===== config.mk =====
export PLATFORM = sky130hd
export DESIGN_NAME = riscv_ctrl_top
export DESIGN_NICKNAME = d
export VERILOG_FILES = /design/src/common/ctrl_pkg.sv /design/src/common/fwd_pkg.sv /design/src/controller/ctrl_fsm.sv /design/src/controller/hazard_unit.sv /design/src/source/fwd_unit.sv /design/src/source/riscv_ctrl_top.sv
export SDC_FILE = /design/constraint.sdc
export NUM_CORES = 1
export LEC_CHECK = 0
export BUFFER_PORTS_ARGS = -buffer_cell sky130_fd_sc_hd__buf_2
export CAP_MARGIN = 20
export CORE_ASPECT_RATIO = 0.75
export CORE_MARGIN = 5
export CORE_UTILIZATION = 43
export CTS_BUF_LIST = sky130_fd_sc_hd__clkbuf_8 sky130_fd_sc_hd__clkbuf_16
export DETAILED_ROUTE_END_ITERATION = 10
export PLACE_DENSITY = 0.8
export SYNTH_ARGS = -nofsm -noshare
export SYNTH_HDL_FRONTEND = slang
export SYNTH_SLANG_ARGS = --single-unit

===== constraint.sdc =====
create_clock -name clk -period 1.6 [get_ports clk]
set_input_delay 0 -clock clk [delete_from_list [all_inputs] [get_ports clk]]
set_output_delay 0 -clock clk [all_outputs]
set_load 0.1 [all_outputs]

===== src/common/ctrl_pkg.sv =====
////////////////////////////////////////
// controller state and pc types
////////////////////////////////////////

`default_nettype none

package ctrl_pkg;

  // main controller FSM states
  typedef enum logic [2:0] {
    RESET,
    BOOT_SET,
    SLEEP,
    FIRST_FETCH,
    DECODE,
    FLUSH_EX,
    FLUSH_WB
  } ctrl_state_t;

  // pc source select for the fetch stage
  typedef enum logic [2:0] {
    PC_BOOT,
    PC_JUMP,
    PC_BRANCH,
    PC_EXCEPTION,
    PC_ERET
  } pc_sel_t;

  // kind of control transfer seen by the decoder
  typedef enum logic [1:0] {
    BRANCH_NONE,
    BRANCH_JAL,
    BRANCH_JALR,
    BRANCH_COND
  } jump_kind_t;

endpackage

`default_nettype wire


===== src/common/fwd_pkg.sv =====
////////////////////////////////////////
// forwarding definitions
////////////////////////////////////////

`default_nettype none

package fwd_pkg;

  // register file address width
  localparam int REG_ADDR_W = 5;
  // source operands a, b and c
  localparam int NUM_OPS = 3;

  typedef logic [REG_ADDR_W-1:0] reg_addr_t;

  // operand mux select, code 2'b11 is unused
  typedef enum logic [1:0] {
    SEL_REGFILE,
    SEL_FW_EX,
    SEL_FW_WB
  } fwd_sel_t;

endpackage

`default_nettype wire


===== src/controller/ctrl_fsm.sv =====
////////////////////////////////////////
// main control FSM
////////////////////////////////////////

`timescale 1ns/1ps
`default_nettype none

module ctrl_fsm
(
  input  wire logic                 clk,
  input  wire logic                 rst_n,

  input  wire logic                 fetch_enable_i,
  input  wire logic                 instr_valid_i,
  input  wire logic                 eret_insn_i,
  input  wire logic                 pipe_flush_i,
  input  wire ctrl_pkg::jump_kind_t jump_in_dec_i,
  input  wire logic                 branch_taken_ex_i,
  input  wire logic                 exc_req_i,
  input  wire logic                 jr_stall_i,
  input  wire logic                 id_valid_i,
  input  wire logic                 ex_valid_i,
  input  wire logic                 wb_valid_i,

  output logic                      core_busy_o,
  output logic                      is_decoding_o,
  output logic                      instr_req_o,
  output logic                      pc_set_o,
  output ctrl_pkg::pc_sel_t         pc_mux_o,
  output logic                      exc_ack_o,
  output logic                      exc_save_id_o,
  output logic                      exc_restore_id_o,
  output logic                      halt_if_o,
  output logic                      halt_id_o
);

  ctrl_pkg::ctrl_state_t state_q;
  ctrl_pkg::ctrl_state_t state_ns;

  // set once a jump or eret redirect went out for the instruction in ID
  logic jump_done;
  logic jump_done_q;

  ////////////////////////////////////////
  // next state and outputs
  ////////////////////////////////////////
  always_comb
  begin
    // defaults, core running and fetching
    instr_req_o      = 1'b1;
    core_busy_o      = 1'b1;
    is_decoding_o    = 1'b0;
    exc_ack_o        = 1'b0;
    exc_save_id_o    = 1'b0;
    exc_restore_id_o = 1'b0;
    pc_mux_o         = ctrl_pkg::PC_BOOT;
    pc_set_o         = 1'b0;
    halt_if_o        = 1'b0;
    halt_id_o        = 1'b0;
    jump_done        = jump_done_q;
    state_ns         = state_q;

    unique case (state_q)
      // idle after reset until fetching is enabled
      ctrl_pkg::RESET:
      begin
        core_busy_o = 1'b0;
        instr_req_o = 1'b0;
        if (fetch_enable_i)
          state_ns = ctrl_pkg::BOOT_SET;
      end

      // load boot address into the fetch pc, single cycle
      ctrl_pkg::BOOT_SET:
      begin
        pc_mux_o = ctrl_pkg::PC_BOOT;
        pc_set_o = 1'b1;
        state_ns = ctrl_pkg::FIRST_FETCH;
      end

      // pipeline empty, wake on enable or pending exception
      ctrl_pkg::SLEEP:
      begin
        core_busy_o = 1'b0;
        instr_req_o = 1'b0;
        if (fetch_enable_i || exc_req_i)
          state_ns = ctrl_pkg::FIRST_FETCH;
      end

      // wait for the first instruction to reach ID
      ctrl_pkg::FIRST_FETCH:
      begin
        if (id_valid_i)
          state_ns = ctrl_pkg::DECODE;

        // an exception that woke the core is taken right away
        if (exc_req_i)
        begin
          pc_mux_o      = ctrl_pkg::PC_EXCEPTION;
          pc_set_o      = 1'b1;
          exc_ack_o     = 1'b1;
          exc_save_id_o = 1'b1;
        end
      end

      ctrl_pkg::DECODE:
      begin
        // the ID instruction is dead when EX takes a branch
        if (instr_valid_i && !branch_taken_ex_i)
        begin
          is_decoding_o = 1'b1;

          if ((jump_in_dec_i == ctrl_pkg::BRANCH_JAL) ||
              (jump_in_dec_i == ctrl_pkg::BRANCH_JALR))
          begin
            pc_mux_o = ctrl_pkg::PC_JUMP;
            // wait out a jr hazard, fire only once per instruction
            if (!jr_stall_i && !jump_done_q)
            begin
              pc_set_o  = 1'b1;
              jump_done = 1'b1;
            end
          end
          else if (exc_req_i)
          begin
            pc_mux_o      = ctrl_pkg::PC_EXCEPTION;
            pc_set_o      = 1'b1;
            exc_ack_o     = 1'b1;
            // keep the faulting instruction out of EX
            halt_id_o     = 1'b1;
            exc_save_id_o = 1'b1;
          end

          if (eret_insn_i)
          begin
            pc_mux_o         = ctrl_pkg::PC_ERET;
            exc_restore_id_o = 1'b1;
            if (!jump_done_q)
            begin
              pc_set_o  = 1'b1;
              jump_done = 1'b1;
            end
          end

          // wfi, or eret back into sleep
          if (pipe_flush_i || (eret_insn_i && !fetch_enable_i))
          begin
            halt_if_o = 1'b1;
            halt_id_o = 1'b1;
            state_ns  = ctrl_pkg::FLUSH_EX;
          end
        end

        // taken branch in EX wins over anything decoded in ID
        if (branch_taken_ex_i)
        begin
          pc_mux_o = ctrl_pkg::PC_BRANCH;
          pc_set_o = 1'b1;
        end
      end

      // let EX drain
      ctrl_pkg::FLUSH_EX:
      begin
        halt_if_o = 1'b1;
        if (ex_valid_i)
          state_ns = ctrl_pkg::FLUSH_WB;
      end

      // let WB drain, then sleep or resume
      ctrl_pkg::FLUSH_WB:
      begin
        halt_if_o = 1'b1;
        if (!fetch_enable_i)
        begin
          if (wb_valid_i)
            state_ns = ctrl_pkg::SLEEP;
        end
        else
        begin
          halt_if_o = 1'b0;
          if (id_valid_i)
            state_ns = ctrl_pkg::DECODE;
        end
      end

      default:
      begin
        instr_req_o = 1'b0;
        state_ns    = ctrl_pkg::RESET;
      end
    endcase
  end

  ////////////////////////////////////////
  // state registers
  ////////////////////////////////////////
  always_ff @(posedge clk or negedge rst_n)
  begin
    if (!rst_n)
    begin
      state_q     <= ctrl_pkg::RESET;
      jump_done_q <= 1'b0;
    end
    else
    begin
      state_q     <= state_ns;
      // cleared once ID hands the instruction on
      jump_done_q <= jump_done & ~id_valid_i;
    end
  end

  // no branch prediction, so EX cannot take branches back to back
  assert property (@(posedge clk) disable iff (!rst_n)
    branch_taken_ex_i |=> !branch_taken_ex_i)
    else $error("taken branches back to back");

endmodule

`default_nettype wire


===== src/controller/hazard_unit.sv =====
////////////////////////////////////////
// stall detection
////////////////////////////////////////

`timescale 1ns/1ps
`default_nettype none

module hazard_unit
(
  input  wire logic                         data_req_ex_i,
  input  wire ctrl_pkg::jump_kind_t         jump_in_dec_i,
  input  wire logic                         illegal_insn_i,
  input  wire logic                         is_decoding_i,
  input  wire logic [fwd_pkg::NUM_OPS-1:0]  ex_hit_i,
  input  wire logic                         wb_hit_a_i,
  input  wire logic                         alu_hit_a_i,

  output logic                              load_stall_o,
  output logic                              jr_stall_o,
  output logic                              deassert_we_o
);

  logic jalr_in_dec;

  assign jalr_in_dec = (jump_in_dec_i == ctrl_pkg::BRANCH_JALR);

  always_comb
  begin
    // load in EX targets one of our sources, result not ready yet
    load_stall_o = data_req_ex_i && (|ex_hit_i);

    // jalr target reg still in flight anywhere in the pipe
    // ex_hit_i[0] is operand a
    jr_stall_o = jalr_in_dec && (wb_hit_a_i || ex_hit_i[0] || alu_hit_a_i);

    // kill register writes of the ID instruction
    deassert_we_o = load_stall_o || jr_stall_o || illegal_insn_i || !is_decoding_i;
  end

endmodule

`default_nettype wire


===== src/source/fwd_unit.sv =====
////////////////////////////////////////
// operand forwarding
////////////////////////////////////////

`timescale 1ns/1ps
`default_nettype none

module fwd_unit
(
  input  wire fwd_pkg::reg_addr_t          raddr_a_i,
  input  wire fwd_pkg::reg_addr_t          raddr_b_i,
  input  wire fwd_pkg::reg_addr_t          raddr_c_i,
  input  wire fwd_pkg::reg_addr_t          waddr_ex_i,
  input  wire fwd_pkg::reg_addr_t          waddr_wb_i,
  input  wire fwd_pkg::reg_addr_t          alu_waddr_i,
  input  wire logic                        we_ex_i,
  input  wire logic                        we_wb_i,
  input  wire logic                        alu_we_i,

  output fwd_pkg::fwd_sel_t                operand_a_sel_o,
  output fwd_pkg::fwd_sel_t                operand_b_sel_o,
  output fwd_pkg::fwd_sel_t                operand_c_sel_o,
  output logic [fwd_pkg::NUM_OPS-1:0]      ex_hit_o,
  output logic                             wb_hit_a_o,
  output logic                             alu_hit_a_o
);

  // index 0 is a, 1 is b, 2 is c
  fwd_pkg::reg_addr_t                raddr [fwd_pkg::NUM_OPS];
  logic [fwd_pkg::NUM_OPS-1:0]       wb_hit;
  logic [fwd_pkg::NUM_OPS-1:0]       alu_hit;
  fwd_pkg::fwd_sel_t                 sel [fwd_pkg::NUM_OPS];

  assign raddr[0] = raddr_a_i;
  assign raddr[1] = raddr_b_i;
  assign raddr[2] = raddr_c_i;

  always_comb
  begin
    for (int i = 0; i < fwd_pkg::NUM_OPS; i++)
    begin
      // hits only count with their write enable, x0 included
      ex_hit_o[i] = we_ex_i && (raddr[i] == waddr_ex_i);
      wb_hit[i]   = we_wb_i && (raddr[i] == waddr_wb_i);
      alu_hit[i]  = alu_we_i && (raddr[i] == alu_waddr_i);

      // youngest result first
      if (alu_hit[i])
        sel[i] = fwd_pkg::SEL_FW_EX;
      else if (wb_hit[i])
        sel[i] = fwd_pkg::SEL_FW_WB;
      else
        sel[i] = fwd_pkg::SEL_REGFILE;
    end
  end

  assign operand_a_sel_o = sel[0];
  assign operand_b_sel_o = sel[1];
  assign operand_c_sel_o = sel[2];

  // operand a hits feed the jr stall check
  assign wb_hit_a_o  = wb_hit[0];
  assign alu_hit_a_o = alu_hit[0];

endmodule

`default_nettype wire


===== src/source/riscv_ctrl_top.sv =====
////////////////////////////////////////
// core controller top
////////////////////////////////////////

`timescale 1ns/1ps
`default_nettype none

module riscv_ctrl_top
(
  input  wire logic                 clk,
  input  wire logic                 rst_n,

  // decoder
  input  wire logic                 illegal_insn_i,
  input  wire logic                 eret_insn_i,
  input  wire logic                 pipe_flush_i,
  input  wire ctrl_pkg::jump_kind_t jump_in_dec_i,

  // pipeline status
  input  wire logic                 instr_valid_i,
  input  wire logic                 id_valid_i,
  input  wire logic                 ex_valid_i,
  input  wire logic                 wb_valid_i,
  input  wire logic                 branch_taken_ex_i,
  input  wire logic                 data_req_ex_i,

  input  wire logic                 exc_req_i,
  input  wire logic                 fetch_enable_i,

  // source and pending destination registers
  input  wire fwd_pkg::reg_addr_t   raddr_a_i,
  input  wire fwd_pkg::reg_addr_t   raddr_b_i,
  input  wire fwd_pkg::reg_addr_t   raddr_c_i,
  input  wire fwd_pkg::reg_addr_t   waddr_ex_i,
  input  wire logic                 we_ex_i,
  input  wire fwd_pkg::reg_addr_t   waddr_wb_i,
  input  wire logic                 we_wb_i,
  input  wire fwd_pkg::reg_addr_t   alu_waddr_i,
  input  wire logic                 alu_we_i,

  output logic                      core_busy_o,
  output logic                      is_decoding_o,
  output logic                      instr_req_o,
  output logic                      pc_set_o,
  output ctrl_pkg::pc_sel_t         pc_mux_o,
  output logic                      exc_ack_o,
  output logic                      exc_save_id_o,
  output logic                      exc_restore_id_o,
  output logic                      halt_if_o,
  output logic                      halt_id_o,
  output logic                      load_stall_o,
  output logic                      jr_stall_o,
  output logic                      deassert_we_o,
  output fwd_pkg::fwd_sel_t         operand_a_sel_o,
  output fwd_pkg::fwd_sel_t         operand_b_sel_o,
  output fwd_pkg::fwd_sel_t         operand_c_sel_o
);

  // address match results, forwarding to stall logic
  logic [fwd_pkg::NUM_OPS-1:0] ex_hit;
  logic                        wb_hit_a;
  logic                        alu_hit_a;

  ctrl_fsm u_ctrl_fsm (
    .clk               (clk),
    .rst_n             (rst_n),
    .fetch_enable_i    (fetch_enable_i),
    .instr_valid_i     (instr_valid_i),
    .eret_insn_i       (eret_insn_i),
    .pipe_flush_i      (pipe_flush_i),
    .jump_in_dec_i     (jump_in_dec_i),
    .branch_taken_ex_i (branch_taken_ex_i),
    .exc_req_i         (exc_req_i),
    .jr_stall_i        (jr_stall_o),
    .id_valid_i        (id_valid_i),
    .ex_valid_i        (ex_valid_i),
    .wb_valid_i        (wb_valid_i),
    .core_busy_o       (core_busy_o),
    .is_decoding_o     (is_decoding_o),
    .instr_req_o       (instr_req_o),
    .pc_set_o          (pc_set_o),
    .pc_mux_o          (pc_mux_o),
    .exc_ack_o         (exc_ack_o),
    .exc_save_id_o     (exc_save_id_o),
    .exc_restore_id_o  (exc_restore_id_o),
    .halt_if_o         (halt_if_o),
    .halt_id_o         (halt_id_o)
  );

  // stalls also gate the fsm jump redirect
  hazard_unit u_hazard_unit (
    .data_req_ex_i  (data_req_ex_i),
    .jump_in_dec_i  (jump_in_dec_i),
    .illegal_insn_i (illegal_insn_i),
    .is_decoding_i  (is_decoding_o),
    .ex_hit_i       (ex_hit),
    .wb_hit_a_i     (wb_hit_a),
    .alu_hit_a_i    (alu_hit_a),
    .load_stall_o   (load_stall_o),
    .jr_stall_o     (jr_stall_o),
    .deassert_we_o  (deassert_we_o)
  );

  fwd_unit u_fwd_unit (
    .raddr_a_i       (raddr_a_i),
    .raddr_b_i       (raddr_b_i),
    .raddr_c_i       (raddr_c_i),
    .waddr_ex_i      (waddr_ex_i),
    .waddr_wb_i      (waddr_wb_i),
    .alu_waddr_i     (alu_waddr_i),
    .we_ex_i         (we_ex_i),
    .we_wb_i         (we_wb_i),
    .alu_we_i        (alu_we_i),
    .operand_a_sel_o (operand_a_sel_o),
    .operand_b_sel_o (operand_b_sel_o),
    .operand_c_sel_o (operand_c_sel_o),
    .ex_hit_o        (ex_hit),
    .wb_hit_a_o      (wb_hit_a),
    .alu_hit_a_o     (alu_hit_a)
  );

endmodule

`default_nettype wire


==> metrics.md <==
| Metric | Value |
|---|---|
| Total Die Area | 0.00361 mm² |
| Final Hold Viols | 0 |
| Detailed placement HPWL | 3770 µm |
| Worst setup EP type | output pin |
| Status | finished with violations |
| DR vias | 1695 |
| Worst setup path class | flop to output pin |
| Register area share after synthesis | 9.30% |
| IO buf count | 68 |
| CP cell instances | buf_6 -> nor2b_4 -> o21ba_2 -> nor2_2 -> a221oi_2 -> a41oi_4 -> buf_12 |
| Total gr overflow | 0 |
| Most common cell after layout, fill and taps aside | buf_2 |
| # rows | 15 |
| Placed insts | 257 |
| Drt total wl | 5920 µm |
| Initial antenna violation count | 0 |
| Antenna viol nets, final | 0 |
| F_max | 0.522 GHz |
| Final slew viol count | 0 |
| Reg2reg setup slack | -0.13 ns |
| Reg2reg end | u_ctrl_fsm.jump_done_q$_DFF_PN0_ |
| Sink Count | 4 |
| Failing checks | negative setup slack |
| Hold Path Class | input port to flop |
| Setup WS post-layout | -0.315 ns |
| Vias per cell | 6.49 |
| Initial Utilization | 45.9% |
| Global Route Usage Sum | 28.1% |
| YS warnings | 0 |
| Post-Synthesis Mean Instance Area | 7.37 µm² |
| Critical path's slowest cell | dfrtp_1 |
| Syn_nets | 195 |
| RR Startpoint | u_ctrl_fsm.state_q[1]$_DFFE_PN0P_ |
| RSZ-0062 raised after global routing | true |
| Min Tclk post-route | 1.92 ns |
| Avg WL per Cell | 22.7 µm |
| Worst setup endpoint | pc_set_o |
| Clk Tree Root Cell | clkbuf_8 |
| Starting DRC count in detailed routing | 163 |
| Final Skew | 0.00902 ns |
| Largest net degree at the start of global routing | 16 |
| Tcrit/Tclk final | 120% |
| LEAKAGE | 0.912 nW |
| Residual DRC count | 0 |
| Worst-margin pin slew | 0.541 ns |
| TritonCTS clock tree | built |
| Netlist cell types | 43 |
| First-pass GRT wire length | 7400 µm |
| Maximum VDD drop | 969 µV |
| Synth Cell Area | 0.00108 mm² |
| H-tree depth | 1 |
| Core area | 0.00235 mm² |
| Bufs on Longest Clock Path | 2 |
| Finished Layout Cells | 261 |
| WP data arrival | 1.92 ns |
| GPL Wtd Cong | 0.936 |
| Fraction of registers with async set/reset | 100% |
| Layout cells sized above 1 | 52.9% |
| Die Wd | 67.8 µm |
| Critical path origin | u_ctrl_fsm.state_q[0]$_DFFE_PN0P_ |
| Post-Synthesis Cells | 146 |
| Setup bufs post-CTS | 0 |
| Die height | 53.3 µm |
| Post-synth EDFFs | 0 |
| Number of global-route vias before repair | 1531 |
| Final net count | 278 |
| Worst path required time | 1.60 ns |
| Final core utilization | 86.4% |
| Max Cap Viol | 0 |
| Antenna cell count | 0 |
| 1st-pass router iterations | 5 |
| I/O pin cnt | 69 |
| Synth Flop Type | dfrtp_1 |
| Synthesis-stage register bit count | 4 |
| Clk_lat worst skew | 0.23 ns |
| Relative slew slack | 63.9% |
| Crit-path max FO | 15 |
| Register clock-pin slew on the reported worst setup and hold paths | 0.04 ns |
| Worst path max stage delay | 0.36 ns |
| Area grow syn2layout | 88.4% |
| Total negative slack | -2.33 ns |
| Crit path launch type | flop |
| TritonCTS Buffers | 3 |
| P per Cell Area | 1440 mW/mm² |
| Final setup fails | 12 |
| R2R depth | 6 |
| Commonest cells after routing, fill and taps aside | buf_2 (52), xor2_1 (36), buf_12 (15) |
## per-layer routing
layer | vias up | GRT usage [%] | part of all wire (%)
met3 | 68 | 6.58 | 13
li1 | 680 | - | -
met4 | 0 | 11.8 | 8.7
met5 | - | 0 | 0
met2 | 183 | 49.4 | 45
met1 | 764 | 32.2 | 33
## report_power, final
group	leakage (nW)	total, W	switching, W	internal (W)
sequential	0.0489	0.000180	0.0000341	0.000146
clock	0.0216	0.000229	0.0000676	0.000162
combinational	0.842	0.00251	0.00163	0.000879
total	0.912	0.00292	0.00173	0.00119
## layout make-up
| cell class | instances | area [µm²] |
|---|---|---|
| flip-flops and latches | 4 | 100 |
| multi-input cells | 129 | 1090 |
| repair buffers | 84 | 713 |
| well taps | 34 | 42.5 |
| fillers | 123 | 319 |
| inverters | 7 | 42.5 |
| clock buffers | 3 | 41.3 |
## registers in the layout, summed over array words and instances (netlist names)
register	flops
u_ctrl_fsm.jump_done_q	1
u_ctrl_fsm.state_q	3
## synth_stat cells (3+ instances only)
| library cell | number | area share (%) |
|---|---|---|
| nand3_1 | 3 | 1.4 |
| xor2_1 | 36 | 29 |
| o21ai_0 | 4 | 1.9 |
| nor4_1 | 9 | 5.2 |
| inv_1 | 6 | 2.1 |
| nand2_1 | 12 | 4.2 |
| a21oi_1 | 12 | 5.6 |
| dfrtp_1 | 4 | 9.3 |
| xnor2_1 | 9 | 7.3 |
| nor2_1 | 12 | 4.2 |
## worst max-delay path: cells and delay by family (launching register included)
family          cells  cell delay, ns
compound gates      3            0.53
buf+inv             2            0.40
flops               1            0.36
simple gates        2            0.38
## repair_timing
item | 4_1_cts | 5_1_grt
pin swaps | 6 | 2
hold endpoints to repair | 4 | 0
hold buffers | 1 | 0
resized for setup | 16 | 5
setup endpoints to repair | 12 | 12
## worst min-delay path by stage
stage | depth (start not counted) | from | slack (ns) | endpoint
after floorplan | 0 | rst_n | -0.30 | u_ctrl_fsm.jump_done_q$_DFF_PN0_
after global placement | 1 | rst_n | -0.19 | u_ctrl_fsm.state_q[2]$_DFFE_PN0P_
after detailed placement | 1 | rst_n | -0.18 | u_ctrl_fsm.state_q[2]$_DFFE_PN0P_
after CTS | 2 | id_valid_i | 0.02 | u_ctrl_fsm.jump_done_q$_DFF_PN0_
after global routing | 2 | id_valid_i | 0.03 | u_ctrl_fsm.jump_done_q$_DFF_PN0_
final | 2 | id_valid_i | 0.03 | u_ctrl_fsm.jump_done_q$_DFF_PN0_
## cell families after synthesis
| kind of cell | Yosys count | share of synthesized area, % |
|---|---|---|
| AND/OR/NAND/NOR | 53 | 28.3 |
| XOR/XNOR | 45 | 36.6 |
| AO/OA/AOI/OAI | 29 | 18.3 |
| buffers and inverters | 13 | 5.46 |
| flip-flops | 4 | 9.30 |
| multiplexers | 1 | 0.930 |
| adder cells (fa/ha/maj) | 1 | 1.16 |
## through the flow
| stage | power, W | setup slack [ns] | cell area, µm² | hold WS, ns |
|---|---|---|---|---|
| 2_1_floorplan | 0.00170 | -0.473 | 1220 | -0.296 |
| 3_5_place_dp | 0.00242 | -0.0954 | 1890 | -0.184 |
| 6_report | 0.00292 | -0.315 | 2030 | 0.0278 |
| 3_3_place_gp | 0.00236 | -0.0418 | 1890 | -0.190 |
| 5_1_grt | 0.00302 | -0.392 | 2030 | 0.0277 |
| 4_1_cts | 0.00272 | -0.208 | 2010 | 0.0159 |
(Power assumes the default switching activity.)
